**src/npc_pkg.sv**
```systemverilog
`default_nettype none

package npc_pkg;

	localparam int xlen = 32;
	localparam int reg_addr_w = 5;

	localparam logic [xlen-1:0] imm_zero = 32'h0000_0000;

	// major opcodes, bits [6:0] of the instruction
	typedef enum logic [6:0] {
		op_r   = 7'b0110011,
		op_i   = 7'b0010011,
		op_il  = 7'b0000011,
		op_s   = 7'b0100011,
		op_b   = 7'b1100011,
		op_u   = 7'b0110111,
		op_upc = 7'b0010111,
		op_j   = 7'b1101111,
		op_jr  = 7'b1100111,
		op_sys = 7'b1110011
	} opcode_t;

	typedef enum logic [2:0] {
		alu_add = 3'd0,
		alu_sub = 3'd1,
		alu_slt = 3'd2,
		alu_xor = 3'd3,
		alu_or  = 3'd4,
		alu_and = 3'd5
	} alu_op_t;

	// register layout and store layout of the same word
	typedef union packed {
		logic [31:0] raw;
		struct packed {
			logic [6:0] funct7;
			logic [4:0] rs2;
			logic [4:0] rs1;
			logic [2:0] funct3;
			logic [4:0] rd;
			logic [6:0] opcode;
		} rtype;
		struct packed {
			logic [6:0] imm_hi;
			logic [4:0] rs2;
			logic [4:0] rs1;
			logic [2:0] funct3;
			logic [4:0] imm_lo;
			logic [6:0] opcode;
		} stype;
	} inst_t;

endpackage

`default_nettype wire

```
**src/npc_apb_if.sv**
```systemverilog
`timescale 1ns/1ps
`default_nettype none

interface npc_apb_if;

	logic [31:0] paddr;
	logic        psel;
	logic        penable;
	logic        pwrite;
	logic [31:0] pwdata;
	logic [3:0]  pstrb;
	logic [31:0] prdata;
	logic        pready;
	logic        pslverr;

	modport master (
		output paddr, psel, penable, pwrite, pwdata, pstrb,
		input  prdata, pready, pslverr
	);

	modport slave (
		input  paddr, psel, penable, pwrite, pwdata, pstrb,
		output prdata, pready, pslverr
	);

endinterface

`default_nettype wire

```
**src/npc_apb_arbiter.sv**
```systemverilog
`timescale 1ns/1ps
`default_nettype none

module npc_apb_arbiter (
	input  logic      clk,
	input  logic      reset,
	npc_apb_if.slave  lsu_bus,
	npc_apb_if.slave  ifu_bus,
	npc_apb_if.master mem_bus
);
	import npc_pkg::*;

	logic active;
	logic grant_lsu;
	logic sel_lsu;
	logic xfer_end;

	// a new request is granted in its setup cycle and the lsu wins a tie
	assign sel_lsu  = active ? grant_lsu : lsu_bus.psel;
	assign xfer_end = mem_bus.psel && mem_bus.penable && mem_bus.pready;

	//////////////////////////////////////////////////
	// request mux
	//////////////////////////////////////////////////

	assign mem_bus.paddr   = sel_lsu ? lsu_bus.paddr   : ifu_bus.paddr;
	assign mem_bus.psel    = sel_lsu ? lsu_bus.psel    : ifu_bus.psel;
	assign mem_bus.penable = sel_lsu ? lsu_bus.penable : ifu_bus.penable;
	assign mem_bus.pwrite  = sel_lsu ? lsu_bus.pwrite  : ifu_bus.pwrite;
	assign mem_bus.pwdata  = sel_lsu ? lsu_bus.pwdata  : ifu_bus.pwdata;
	assign mem_bus.pstrb   = sel_lsu ? lsu_bus.pstrb   : ifu_bus.pstrb;

	//////////////////////////////////////////////////
	// response routing
	//////////////////////////////////////////////////

	// the waiting master sees a stalled bus
	assign lsu_bus.pready  = sel_lsu && mem_bus.pready;
	assign lsu_bus.prdata  = sel_lsu ? mem_bus.prdata : imm_zero;
	assign lsu_bus.pslverr = sel_lsu && mem_bus.pslverr;

	assign ifu_bus.pready  = !sel_lsu && mem_bus.pready;
	assign ifu_bus.prdata  = sel_lsu ? imm_zero : mem_bus.prdata;
	assign ifu_bus.pslverr = !sel_lsu && mem_bus.pslverr;

	always_ff @(posedge clk) begin
		if (reset) begin
			active    <= 1'b0;
			grant_lsu <= 1'b0;
		end else if (!active) begin
			if (lsu_bus.psel || ifu_bus.psel) begin
				active    <= 1'b1;
				grant_lsu <= lsu_bus.psel;
			end
		end else if (xfer_end) begin
			active <= 1'b0;
		end
	end

	// the granted master stays in its access phase until the transfer ends
	assert property (@(posedge clk) disable iff (reset)
		(mem_bus.psel && !xfer_end) |=> (mem_bus.psel && mem_bus.penable));

endmodule

`default_nettype wire

```
**src/npc_exu.sv**
```systemverilog
`timescale 1ns/1ps
`default_nettype none

module npc_exu (
	input  logic                            clk,
	input  logic                            reset,
	input  logic                            inst_valid,
	input  logic [npc_pkg::xlen-1:0]        pc,
	input  npc_pkg::opcode_t                inst_op,
	input  logic [2:0]                      inst_func3,
	input  logic                            inst_func7_b5,
	input  logic [npc_pkg::reg_addr_w-1:0]  inst_rd,
	input  logic [npc_pkg::xlen-1:0]        inst_imm,
	input  logic                            is_ebreak,
	input  logic [npc_pkg::xlen-1:0]        rdata1,
	input  logic [npc_pkg::xlen-1:0]        rdata2,
	input  logic                            lsu_done,
	input  logic [npc_pkg::xlen-1:0]        lsu_rdata,
	input  logic [npc_pkg::xlen-1:0]        a0,
	output logic                            retire,
	output logic [npc_pkg::xlen-1:0]        next_pc,
	output logic                            wen,
	output logic [npc_pkg::reg_addr_w-1:0]  waddr,
	output logic [npc_pkg::xlen-1:0]        wdata,
	output logic                            lsu_start,
	output logic                            lsu_write,
	output logic [npc_pkg::xlen-1:0]        lsu_addr,
	output logic [npc_pkg::xlen-1:0]        lsu_wdata,
	output logic                            halted,
	output logic [npc_pkg::xlen-1:0]        exit_code
);
	import npc_pkg::*;

	alu_op_t         alu_op;
	logic [xlen-1:0] alu_b, alu_res, pc_plus4;
	logic            is_mem, taken, started;

	//////////////////////////////////////////////////
	// alu
	//////////////////////////////////////////////////

	always_comb begin
		case (inst_func3)
			3'b000:  alu_op = (inst_op == op_r && inst_func7_b5) ? alu_sub : alu_add;
			3'b010:  alu_op = alu_slt;
			3'b100:  alu_op = alu_xor;
			3'b110:  alu_op = alu_or;
			3'b111:  alu_op = alu_and;
			default: alu_op = alu_add;
		endcase
	end

	assign alu_b = (inst_op == op_r) ? rdata2 : inst_imm;

	always_comb begin
		case (alu_op)
			alu_sub: alu_res = rdata1 - alu_b;
			alu_slt: alu_res = {31'b0, $signed(rdata1) < $signed(alu_b)};
			alu_xor: alu_res = rdata1 ^ alu_b;
			alu_or:  alu_res = rdata1 | alu_b;
			alu_and: alu_res = rdata1 & alu_b;
			default: alu_res = rdata1 + alu_b;
		endcase
	end

	// signed compares only, unsigned forms fall through as not taken
	always_comb begin
		case (inst_func3)
			3'b000:  taken = (rdata1 == rdata2);
			3'b001:  taken = (rdata1 != rdata2);
			3'b100:  taken = ($signed(rdata1) < $signed(rdata2));
			3'b101:  taken = ($signed(rdata1) >= $signed(rdata2));
			default: taken = 1'b0;
		endcase
	end

	assign pc_plus4 = pc + 32'd4;

	always_comb begin
		case (inst_op)
			op_j:    next_pc = pc + inst_imm;
			op_b:    next_pc = taken ? pc + inst_imm : pc_plus4;
			op_jr:   next_pc = (rdata1 + inst_imm) & ~32'd1;
			default: next_pc = pc_plus4;
		endcase
	end

	//////////////////////////////////////////////////
	// retire and writeback
	//////////////////////////////////////////////////

	assign is_mem = (inst_op == op_il) || (inst_op == op_s);

	// ebreak never retires, so the fetch unit parks in hold
	assign retire = inst_valid && !halted && !is_ebreak && (!is_mem || lsu_done);

	assign lsu_start = inst_valid && !halted && is_mem && !started;
	assign lsu_write = (inst_op == op_s);
	assign lsu_addr  = rdata1 + inst_imm;
	assign lsu_wdata = rdata2;

	always_comb begin
		case (inst_op)
			op_r, op_i:  wdata = alu_res;
			op_u:        wdata = inst_imm;
			op_upc:      wdata = pc + inst_imm;
			op_j, op_jr: wdata = pc_plus4;
			op_il:       wdata = lsu_rdata;
			default:     wdata = imm_zero;
		endcase
	end

	assign wen = retire && (inst_op inside {op_r, op_i, op_u, op_upc, op_j, op_jr, op_il});
	assign waddr = inst_rd;

	always_ff @(posedge clk) begin
		if (reset) begin
			started <= 1'b0;
			halted  <= 1'b0;
		end else begin
			if (lsu_start)
				started <= 1'b1;
			else if (lsu_done)
				started <= 1'b0;
			if (inst_valid && is_ebreak)
				halted <= 1'b1;
		end
	end

	always_ff @(posedge clk) begin
		if (inst_valid && is_ebreak && !halted)
			exit_code <= a0;
	end

	assert property (@(posedge clk) disable iff (reset) !(retire && lsu_start));

endmodule

`default_nettype wire

```
**src/npc_gpr.sv**
```systemverilog
`timescale 1ns/1ps
`default_nettype none

module npc_gpr #(
	parameter int num_regs = 32
) (
	input  logic                            clk,
	input  logic                            reset,
	input  logic [1:0]                      ren,
	input  logic [npc_pkg::reg_addr_w-1:0]  raddr1,
	input  logic [npc_pkg::reg_addr_w-1:0]  raddr2,
	input  logic                            wen,
	input  logic [npc_pkg::reg_addr_w-1:0]  waddr,
	input  logic [npc_pkg::xlen-1:0]        wdata,
	output logic [npc_pkg::xlen-1:0]        rdata1,
	output logic [npc_pkg::xlen-1:0]        rdata2,
	output logic [npc_pkg::xlen-1:0]        a0
);
	import npc_pkg::*;

	logic [xlen-1:0] regs [num_regs];

	// x0 and unimplemented registers read as zero
	assign rdata1 = (ren[0] && raddr1 != '0 && int'(raddr1) < num_regs) ? regs[raddr1] : imm_zero;
	assign rdata2 = (ren[1] && raddr2 != '0 && int'(raddr2) < num_regs) ? regs[raddr2] : imm_zero;

	assign a0 = regs[10];

	always_ff @(posedge clk) begin
		if (reset) begin
			for (int i = 0; i < num_regs; i++)
				regs[i] <= imm_zero;
		end else if (wen && waddr != '0 && int'(waddr) < num_regs) begin
			regs[waddr] <= wdata;
		end
	end

endmodule

`default_nettype wire

```
**src/npc_idu.sv**
```systemverilog
`timescale 1ns/1ps
`default_nettype none

module npc_idu (
	input  npc_pkg::inst_t                  inst,
	output npc_pkg::opcode_t                inst_op,
	output logic [npc_pkg::reg_addr_w-1:0]  inst_rd,
	output logic [npc_pkg::reg_addr_w-1:0]  raddr1,
	output logic [npc_pkg::reg_addr_w-1:0]  raddr2,
	output logic [2:0]                      inst_func3,
	output logic                            inst_func7_b5,
	output logic [npc_pkg::xlen-1:0]        inst_imm,
	output logic [1:0]                      ren,
	output logic                            is_ebreak
);
	import npc_pkg::*;

	logic [xlen-1:0] imm_i, imm_s, imm_b, imm_u, imm_j;

	assign inst_op       = opcode_t'(inst.rtype.opcode);
	assign inst_rd       = inst.rtype.rd;
	assign inst_func7_b5 = inst.rtype.funct7[5];
	assign raddr1        = inst.rtype.rs1;
	assign raddr2        = inst.rtype.rs2;

	// auipc and jal carry immediate bits where funct3 would be
	assign inst_func3 = (inst_op == op_upc || inst_op == op_j) ? 3'b000 : inst.rtype.funct3;

	//////////////////////////////////////////////////
	// immediates
	//////////////////////////////////////////////////

	assign imm_i = {{20{inst.raw[31]}}, inst.rtype.funct7, inst.rtype.rs2};
	assign imm_s = {{20{inst.raw[31]}}, inst.stype.imm_hi, inst.stype.imm_lo};
	// b-type scrambles the store fields
	assign imm_b = {{20{inst.raw[31]}}, inst.stype.imm_lo[0], inst.stype.imm_hi[5:0],
		inst.stype.imm_lo[4:1], 1'b0};
	assign imm_u = {inst.raw[31:12], 12'b0};
	assign imm_j = {{12{inst.raw[31]}}, inst.raw[19:12], inst.raw[20], inst.raw[30:21], 1'b0};

	always_comb begin
		case (inst_op)
			op_i, op_il, op_jr: inst_imm = imm_i;
			op_s:               inst_imm = imm_s;
			op_b:               inst_imm = imm_b;
			op_u, op_upc:       inst_imm = imm_u;
			op_j:               inst_imm = imm_j;
			default:            inst_imm = imm_zero;
		endcase
	end

	//////////////////////////////////////////////////
	// register file read enables
	//////////////////////////////////////////////////

	// bit 0 reads rs1, bit 1 reads rs2
	always_comb begin
		case (inst_op)
			op_r, op_b, op_s:   ren = 2'b11;
			op_i, op_il, op_jr: ren = 2'b01;
			default:            ren = 2'b00;
		endcase
	end

	assign is_ebreak = (inst_op == op_sys) && (inst.rtype.funct3 == 3'b000);

endmodule

`default_nettype wire

```
**src/npc_ifu.sv**
```systemverilog
`timescale 1ns/1ps
`default_nettype none

module npc_ifu #(
	parameter logic [31:0] reset_pc = 32'h0000_0000
) (
	input  logic                      clk,
	input  logic                      reset,
	input  logic                      retire,
	input  logic [npc_pkg::xlen-1:0]  next_pc,
	input  logic                      halted,
	output logic [npc_pkg::xlen-1:0]  pc,
	output npc_pkg::inst_t            inst,
	output logic                      inst_valid,
	npc_apb_if.master                 bus
);
	import npc_pkg::*;

	typedef enum logic [1:0] {
		st_idle,
		st_setup,
		st_access,
		st_hold
	} state_t;

	state_t state;

	// fetch is read only, the pc is the address
	assign bus.paddr   = pc;
	assign bus.psel    = (state == st_setup) || (state == st_access);
	assign bus.penable = (state == st_access);
	assign bus.pwrite  = 1'b0;
	assign bus.pwdata  = imm_zero;
	assign bus.pstrb   = 4'b0000;

	assign inst_valid = (state == st_hold);

	always_ff @(posedge clk) begin
		if (reset) begin
			state <= st_idle;
			pc    <= reset_pc;
		end else begin
			case (state)
				st_idle:
					if (!halted)
						state <= st_setup;
				st_setup:
					state <= st_access;
				st_access:
					if (bus.pready)
						state <= st_hold;
				st_hold:
					if (retire && !halted) begin
						pc    <= next_pc;
						state <= st_setup;
					end
				default:
					state <= st_idle;
			endcase
		end
	end

	// instruction register
	always_ff @(posedge clk) begin
		if (state == st_access && bus.pready)
			inst <= bus.prdata;
	end

	assert property (@(posedge clk) disable iff (reset) pc[1:0] == 2'b00);

endmodule

`default_nettype wire

```
**src/npc_lsu.sv**
```systemverilog
`timescale 1ns/1ps
`default_nettype none

module npc_lsu (
	input  logic                      clk,
	input  logic                      reset,
	input  logic                      start,
	input  logic                      write,
	input  logic [npc_pkg::xlen-1:0]  addr,
	input  logic [npc_pkg::xlen-1:0]  wdata,
	output logic                      done,
	output logic [npc_pkg::xlen-1:0]  rdata,
	npc_apb_if.master                 bus
);
	import npc_pkg::*;

	typedef enum logic [1:0] {
		st_idle,
		st_setup,
		st_access
	} state_t;

	state_t          state;
	logic            busy;
	logic            write_q;
	logic [xlen-1:0] addr_q, wdata_q;

	assign busy = (state != st_idle);

	// word accesses only
	assign bus.paddr   = addr_q;
	assign bus.psel    = busy;
	assign bus.penable = (state == st_access);
	assign bus.pwrite  = write_q;
	assign bus.pwdata  = wdata_q;
	assign bus.pstrb   = write_q ? 4'b1111 : 4'b0000;

	always_ff @(posedge clk) begin
		if (reset) begin
			state <= st_idle;
			done  <= 1'b0;
		end else begin
			done <= 1'b0;
			case (state)
				st_idle:
					if (start)
						state <= st_setup;
				st_setup:
					state <= st_access;
				st_access:
					if (bus.pready) begin
						done  <= 1'b1;
						state <= st_idle;
					end
				default:
					state <= st_idle;
			endcase
		end
	end

	// request and response payload
	always_ff @(posedge clk) begin
		if (start && !busy) begin
			write_q <= write;
			addr_q  <= addr;
			wdata_q <= wdata;
		end
		if (state == st_access && bus.pready)
			rdata <= bus.prdata;
	end

	assert property (@(posedge clk) disable iff (reset) start |-> !busy);

endmodule

`default_nettype wire

```
**src/npc_top.sv**
```systemverilog
`timescale 1ns/1ps
`default_nettype none

module npc_top #(
	parameter logic [31:0] reset_pc = 32'h0000_0000,
	parameter int          num_regs = 32
) (
	input  logic        clk,
	input  logic        reset,
	output logic [31:0] paddr,
	output logic        psel,
	output logic        penable,
	output logic        pwrite,
	output logic [31:0] pwdata,
	output logic [3:0]  pstrb,
	input  logic [31:0] prdata,
	input  logic        pready,
	input  logic        pslverr,
	output logic        halted,
	output logic [31:0] exit_code
);
	import npc_pkg::*;

	npc_apb_if ifu_bus ();
	npc_apb_if lsu_bus ();
	npc_apb_if mem_bus ();

	inst_t                 inst;
	opcode_t               inst_op;
	logic [xlen-1:0]       pc, next_pc, inst_imm;
	logic [xlen-1:0]       rdata1, rdata2, a0, wdata;
	logic [xlen-1:0]       lsu_addr, lsu_wdata, lsu_rdata;
	logic [reg_addr_w-1:0] inst_rd, raddr1, raddr2, waddr;
	logic [2:0]            inst_func3;
	logic [1:0]            ren;
	logic                  inst_valid, retire, inst_func7_b5, is_ebreak, wen;
	logic                  lsu_start, lsu_write, lsu_done;

	// external memory port
	assign paddr           = mem_bus.paddr;
	assign psel            = mem_bus.psel;
	assign penable         = mem_bus.penable;
	assign pwrite          = mem_bus.pwrite;
	assign pwdata          = mem_bus.pwdata;
	assign pstrb           = mem_bus.pstrb;
	assign mem_bus.prdata  = prdata;
	assign mem_bus.pready  = pready;
	assign mem_bus.pslverr = pslverr;

	npc_ifu #(.reset_pc(reset_pc)) u_ifu (
		.clk, .reset, .retire, .next_pc, .halted, .pc, .inst, .inst_valid,
		.bus(ifu_bus.master)
	);

	npc_idu u_idu (
		.inst, .inst_op, .inst_rd, .raddr1, .raddr2, .inst_func3, .inst_func7_b5,
		.inst_imm, .ren, .is_ebreak
	);

	npc_gpr #(.num_regs(num_regs)) u_gpr (
		.clk, .reset, .ren, .raddr1, .raddr2, .wen, .waddr, .wdata,
		.rdata1, .rdata2, .a0
	);

	npc_exu u_exu (
		.clk, .reset, .inst_valid, .pc, .inst_op, .inst_func3, .inst_func7_b5, .inst_rd,
		.inst_imm, .is_ebreak, .rdata1, .rdata2, .lsu_done, .lsu_rdata, .a0,
		.retire, .next_pc, .wen, .waddr, .wdata, .lsu_start, .lsu_write, .lsu_addr,
		.lsu_wdata, .halted, .exit_code
	);

	npc_lsu u_lsu (
		.clk, .reset, .start(lsu_start), .write(lsu_write), .addr(lsu_addr),
		.wdata(lsu_wdata), .done(lsu_done), .rdata(lsu_rdata), .bus(lsu_bus.master)
	);

	npc_apb_arbiter u_arbiter (
		.clk, .reset, .lsu_bus(lsu_bus.slave), .ifu_bus(ifu_bus.slave),
		.mem_bus(mem_bus.master)
	);

endmodule

`default_nettype wire

```
**config.mk**
```make
export PLATFORM = sky130hd
export DESIGN_NAME = npc_top
export DESIGN_NICKNAME = d
export VERILOG_FILES = /design/src/npc_pkg.sv /design/src/npc_apb_if.sv /design/src/npc_apb_arbiter.sv /design/src/npc_exu.sv /design/src/npc_gpr.sv /design/src/npc_idu.sv /design/src/npc_ifu.sv /design/src/npc_lsu.sv /design/src/npc_top.sv
export SDC_FILE = /design/constraint.sdc
export NUM_CORES = 2
export LEC_CHECK = 0
export BUFFER_PORTS_ARGS = -buffer_cell sky130_fd_sc_hd__buf_4
export CORE_MARGIN = 2
export CORE_UTILIZATION = 31
export CTS_BUF_LIST = sky130_fd_sc_hd__clkbuf_16
export DETAILED_ROUTE_END_ITERATION = 6
export GPL_TIMING_DRIVEN = 0
export HOLD_SLACK_MARGIN = 0.08
export PLACE_DENSITY_LB_ADDON = 0.2
export RECOVER_POWER = 25
export SYNTH_ARGS = -nofsm -noshare
export SYNTH_HDL_FRONTEND = slang
export SYNTH_HIERARCHICAL = 1
export SYNTH_SLANG_ARGS = --single-unit
```
**constraint.sdc**
```tcl
create_clock -name clk -period 13 [get_ports clk]
set_input_delay 0.65 -clock clk [delete_from_list [all_inputs] [get_ports clk]]
set_output_delay 0.65 -clock clk [all_outputs]
set_load 0.01 [all_outputs]
```
==> impl_metrics.tcl <==
set metrics [dict create \
    post_cts_resized 0 \
    antenna_found_initial 23 \
    cts_buffers 142 \
    slew_headroom -1.59 \
    setup_tns_ps 0 \
    worstSetupPathType "register to register" \
    arrival_ps 11330 \
    netSwitchingFraction 0.301 \
    rsz0062_at_grt "false" \
    dp_hpwl_um 259000 \
    syn_area_per_cell_sq_um 12.3 \
    min_period_ps 10670 \
    cts_sinks 1226 \
    via_count 57526 \
    ff2ff_setup_slack_ps 2330 \
    clockBufferDepth 3 \
    met3_length_um 35200 \
    clock_power_share 0.381 \
    max_freq_ghz 0.0937 \
    seqPwrFrac 0.432 \
    grt_pass1_wl_um 469000 \
    ctsHoldBuffers 0 \
    internal_power_mw 7.38 \
    start_util 0.311 \
    design.core.area_sq_um 243000 \
    synth.cell_area_sq_um 75700 \
    route.met2.wl_um 155000 \
    min_path_type "input pin to register" \
    place.gp.congestion 1.00 \
    min_path_cells 2 \
    cts_tree "yes" \
    ys_warn_count 6 \
    period_share 0.821 \
    end_kind "register" \
    num_rows 181 \
    whs_ps 147 \
    violations "design-rule violations, max-capacitance violations, max-slew violations" \
    r2r_start "u_ifu/inst[3]$_DFFE_PP_" \
    drt_first_iter_violations 7672 \
    die_area_sq_um 248000 \
    whs_endpoint "u_ifu/inst[28]$_DFFE_PP_" \
    grt_pass1_vias 55665 \
    ir_worst_vdd_uv 118 \
    pin_count 140 \
    post_cts_buffers 0 \
    drive_above_1_share 0.161 \
    maxCapViolations 31 \
    drc_errors 4 \
    viasPerCell 5.82 \
    holdCritStartpoint "prdata[28]" \
    p_comb_frac 0.187 \
    r2r_cells 23 \
    finalSetupViolations 0 \
    powerDensity_nw_per_um2 123 \
    cts.htree.levels 4 \
    syn_to_final_growth_pct 13.3 \
    r2r_end "u_gpr/regs[15][30]$_SDFFCE_PN0P_" \
    crit_required_ps 13660 \
    skew_ps 58.0 \
    grt-ovfl-total 0 \
    static-leakage-power_nw 31.8 \
    grt_max_degree 34 \
    wl_met1_um 135000 \
    grt_util_all_layers 0.273 \
    first_pass_iters 7 \
    antenna_left 0 \
    cts.clk_slew.worst_paths_ps 60 \
    status "finished with violations" \
    syn_inst 6163 \
    clk_latency_ps 820 \
    io_buffers 138 \
    root_buffer "clkbuf_16" \
    critPathMaxFanout 10 \
    p_switching_mw 3.18 \
    slew_violations 485 \
    routedWlPerCell_um 35.5 \
    die_x_um 498 \
    die_h_um 498 \
    start_kind "register" \
    worst_slew_pin_slew_ps 3880 \
    hold_viol 0 \
    routed_wl_um 351000 \
    nets 6793 \
    highest_layer "met5" \
]
[state kept, by name (all words and copies together), names as in the netlist]
signal	flops
u_gpr/regs	1024
u_exu/exit_code	32
u_ifu/bus.paddr	32
u_ifu/inst	32
u_lsu/bus.paddr	32
u_lsu/bus.pwdata	32
u_lsu/rdata	32
u_ifu/state	2
u_lsu/state	2
u_arbiter/active	1
u_arbiter/grant_lsu	1
u_exu/halted	1
u_exu/started	1
u_lsu/bus.pwrite	1
u_lsu/done	1
[metrics by stage]
stage	power (mW)	worst slack (ps)	cells	cell area [sq um]	util
global placement	6.53	2000	9570	81000	0.333
floorplan	5.69	7640	6230	75900	-
finish	10.6	2330	9882	85800	0.353
detailed placement	6.56	3020	9616	81800	0.337
CTS	10.6	2990	9867	86400	0.356
global route	10.8	2290	9868	85700	0.353
[per-layer routing]
| metal | GRT usage | vias to the layer above |
|---|---|---|
| met1 | 0.340 | 29436 |
| li1 | - | 23868 |
| met5 | 0 | - |
| met3 | 0.0780 | 818 |
| met2 | 0.418 | 3392 |
| met4 | 0.170 | 12 |
[critical path, cell delays in order (launching register included)]
cell and delay, ps:
edfxtp_1 400, clkbuf_1 230, nand3b_1 250, or3_1 350, a21oi_1 1050, o21ai_0 840
clkbuf_1 500, a221o_1 420, a31oi_1 970, inv_1 220, o21ai_0 290, inv_1 90
ha_1 270, clkbuf_1 230, a21oi_1 390, o2111ai_1 400, a211oi_1 640, o21ai_1 300
a311oi_1 440, a221oi_1 240, xnor2_1 200, o221ai_2 950, clkbuf_1 600, and2_1 220
[power by group through the flow]
stage | Sequential [mW] | Combinational (mW) | Clock [mW]
after floorplan | 4.58 | 1.11 | 0
after global placement | 4.63 | 1.90 | 0
after detailed placement | 4.63 | 1.93 | 0
after CTS | 4.55 | 1.94 | 4.08
after global routing | 4.57 | 2.00 | 4.23
final | 4.56 | 1.98 | 4.03
[layout by cell type, fill, tap and decap left out, drive strengths merged, types with 117 or more instances in the layout]
| cell | instances |
|---|---|
| a21oi | 221 |
| a22oi | 117 |
| and2 | 1043 |
| buf | 400 |
| clkbuf | 600 |
| edfxtp | 1185 |
| ha | 195 |
| inv | 190 |
| mux2i | 403 |
| mux4 | 352 |
| nand2 | 346 |
| nor2 | 155 |
| o21ai | 174 |
[how the worst max path moves through the flow]
stage                                         from                               end  slack, ps  cells after the start
final                      u_ifu/inst[3]$_DFFE_PP_  u_gpr/regs[15][30]$_SDFFCE_PN0P_       2330                     23
after global routing       u_ifu/inst[3]$_DFFE_PP_  u_gpr/regs[15][30]$_SDFFCE_PN0P_       2290                     23
after CTS                 u_ifu/inst[23]$_DFFE_PP_  u_gpr/regs[14][30]$_SDFFCE_PN0P_       2990                     22
after detailed placement  u_ifu/inst[23]$_DFFE_PP_  u_gpr/regs[14][30]$_SDFFCE_PN0P_       3020                     22
after global placement    u_ifu/inst[18]$_DFFE_PP_  u_gpr/regs[21][31]$_SDFFCE_PN0P_       2000                     19
after floorplan           u_ifu/inst[17]$_DFFE_PP_  u_gpr/regs[10][25]$_SDFFCE_PN0P_       7640                     23
[layout make-up]
type / count / area, sq um
antenna: 15 / 37.5
buffer: 669 / 3500
clock buffer: 147 / 3680
clock inverter: 104 / 868
fill: 23979 / 157000
inverter: 161 / 604
multi-input combinational: 4174 / 35400
sequential: 1226 / 36400
tap: 3202 / 4010
timing repair buffer: 184 / 1270
(Power assumes the default switching activity.)
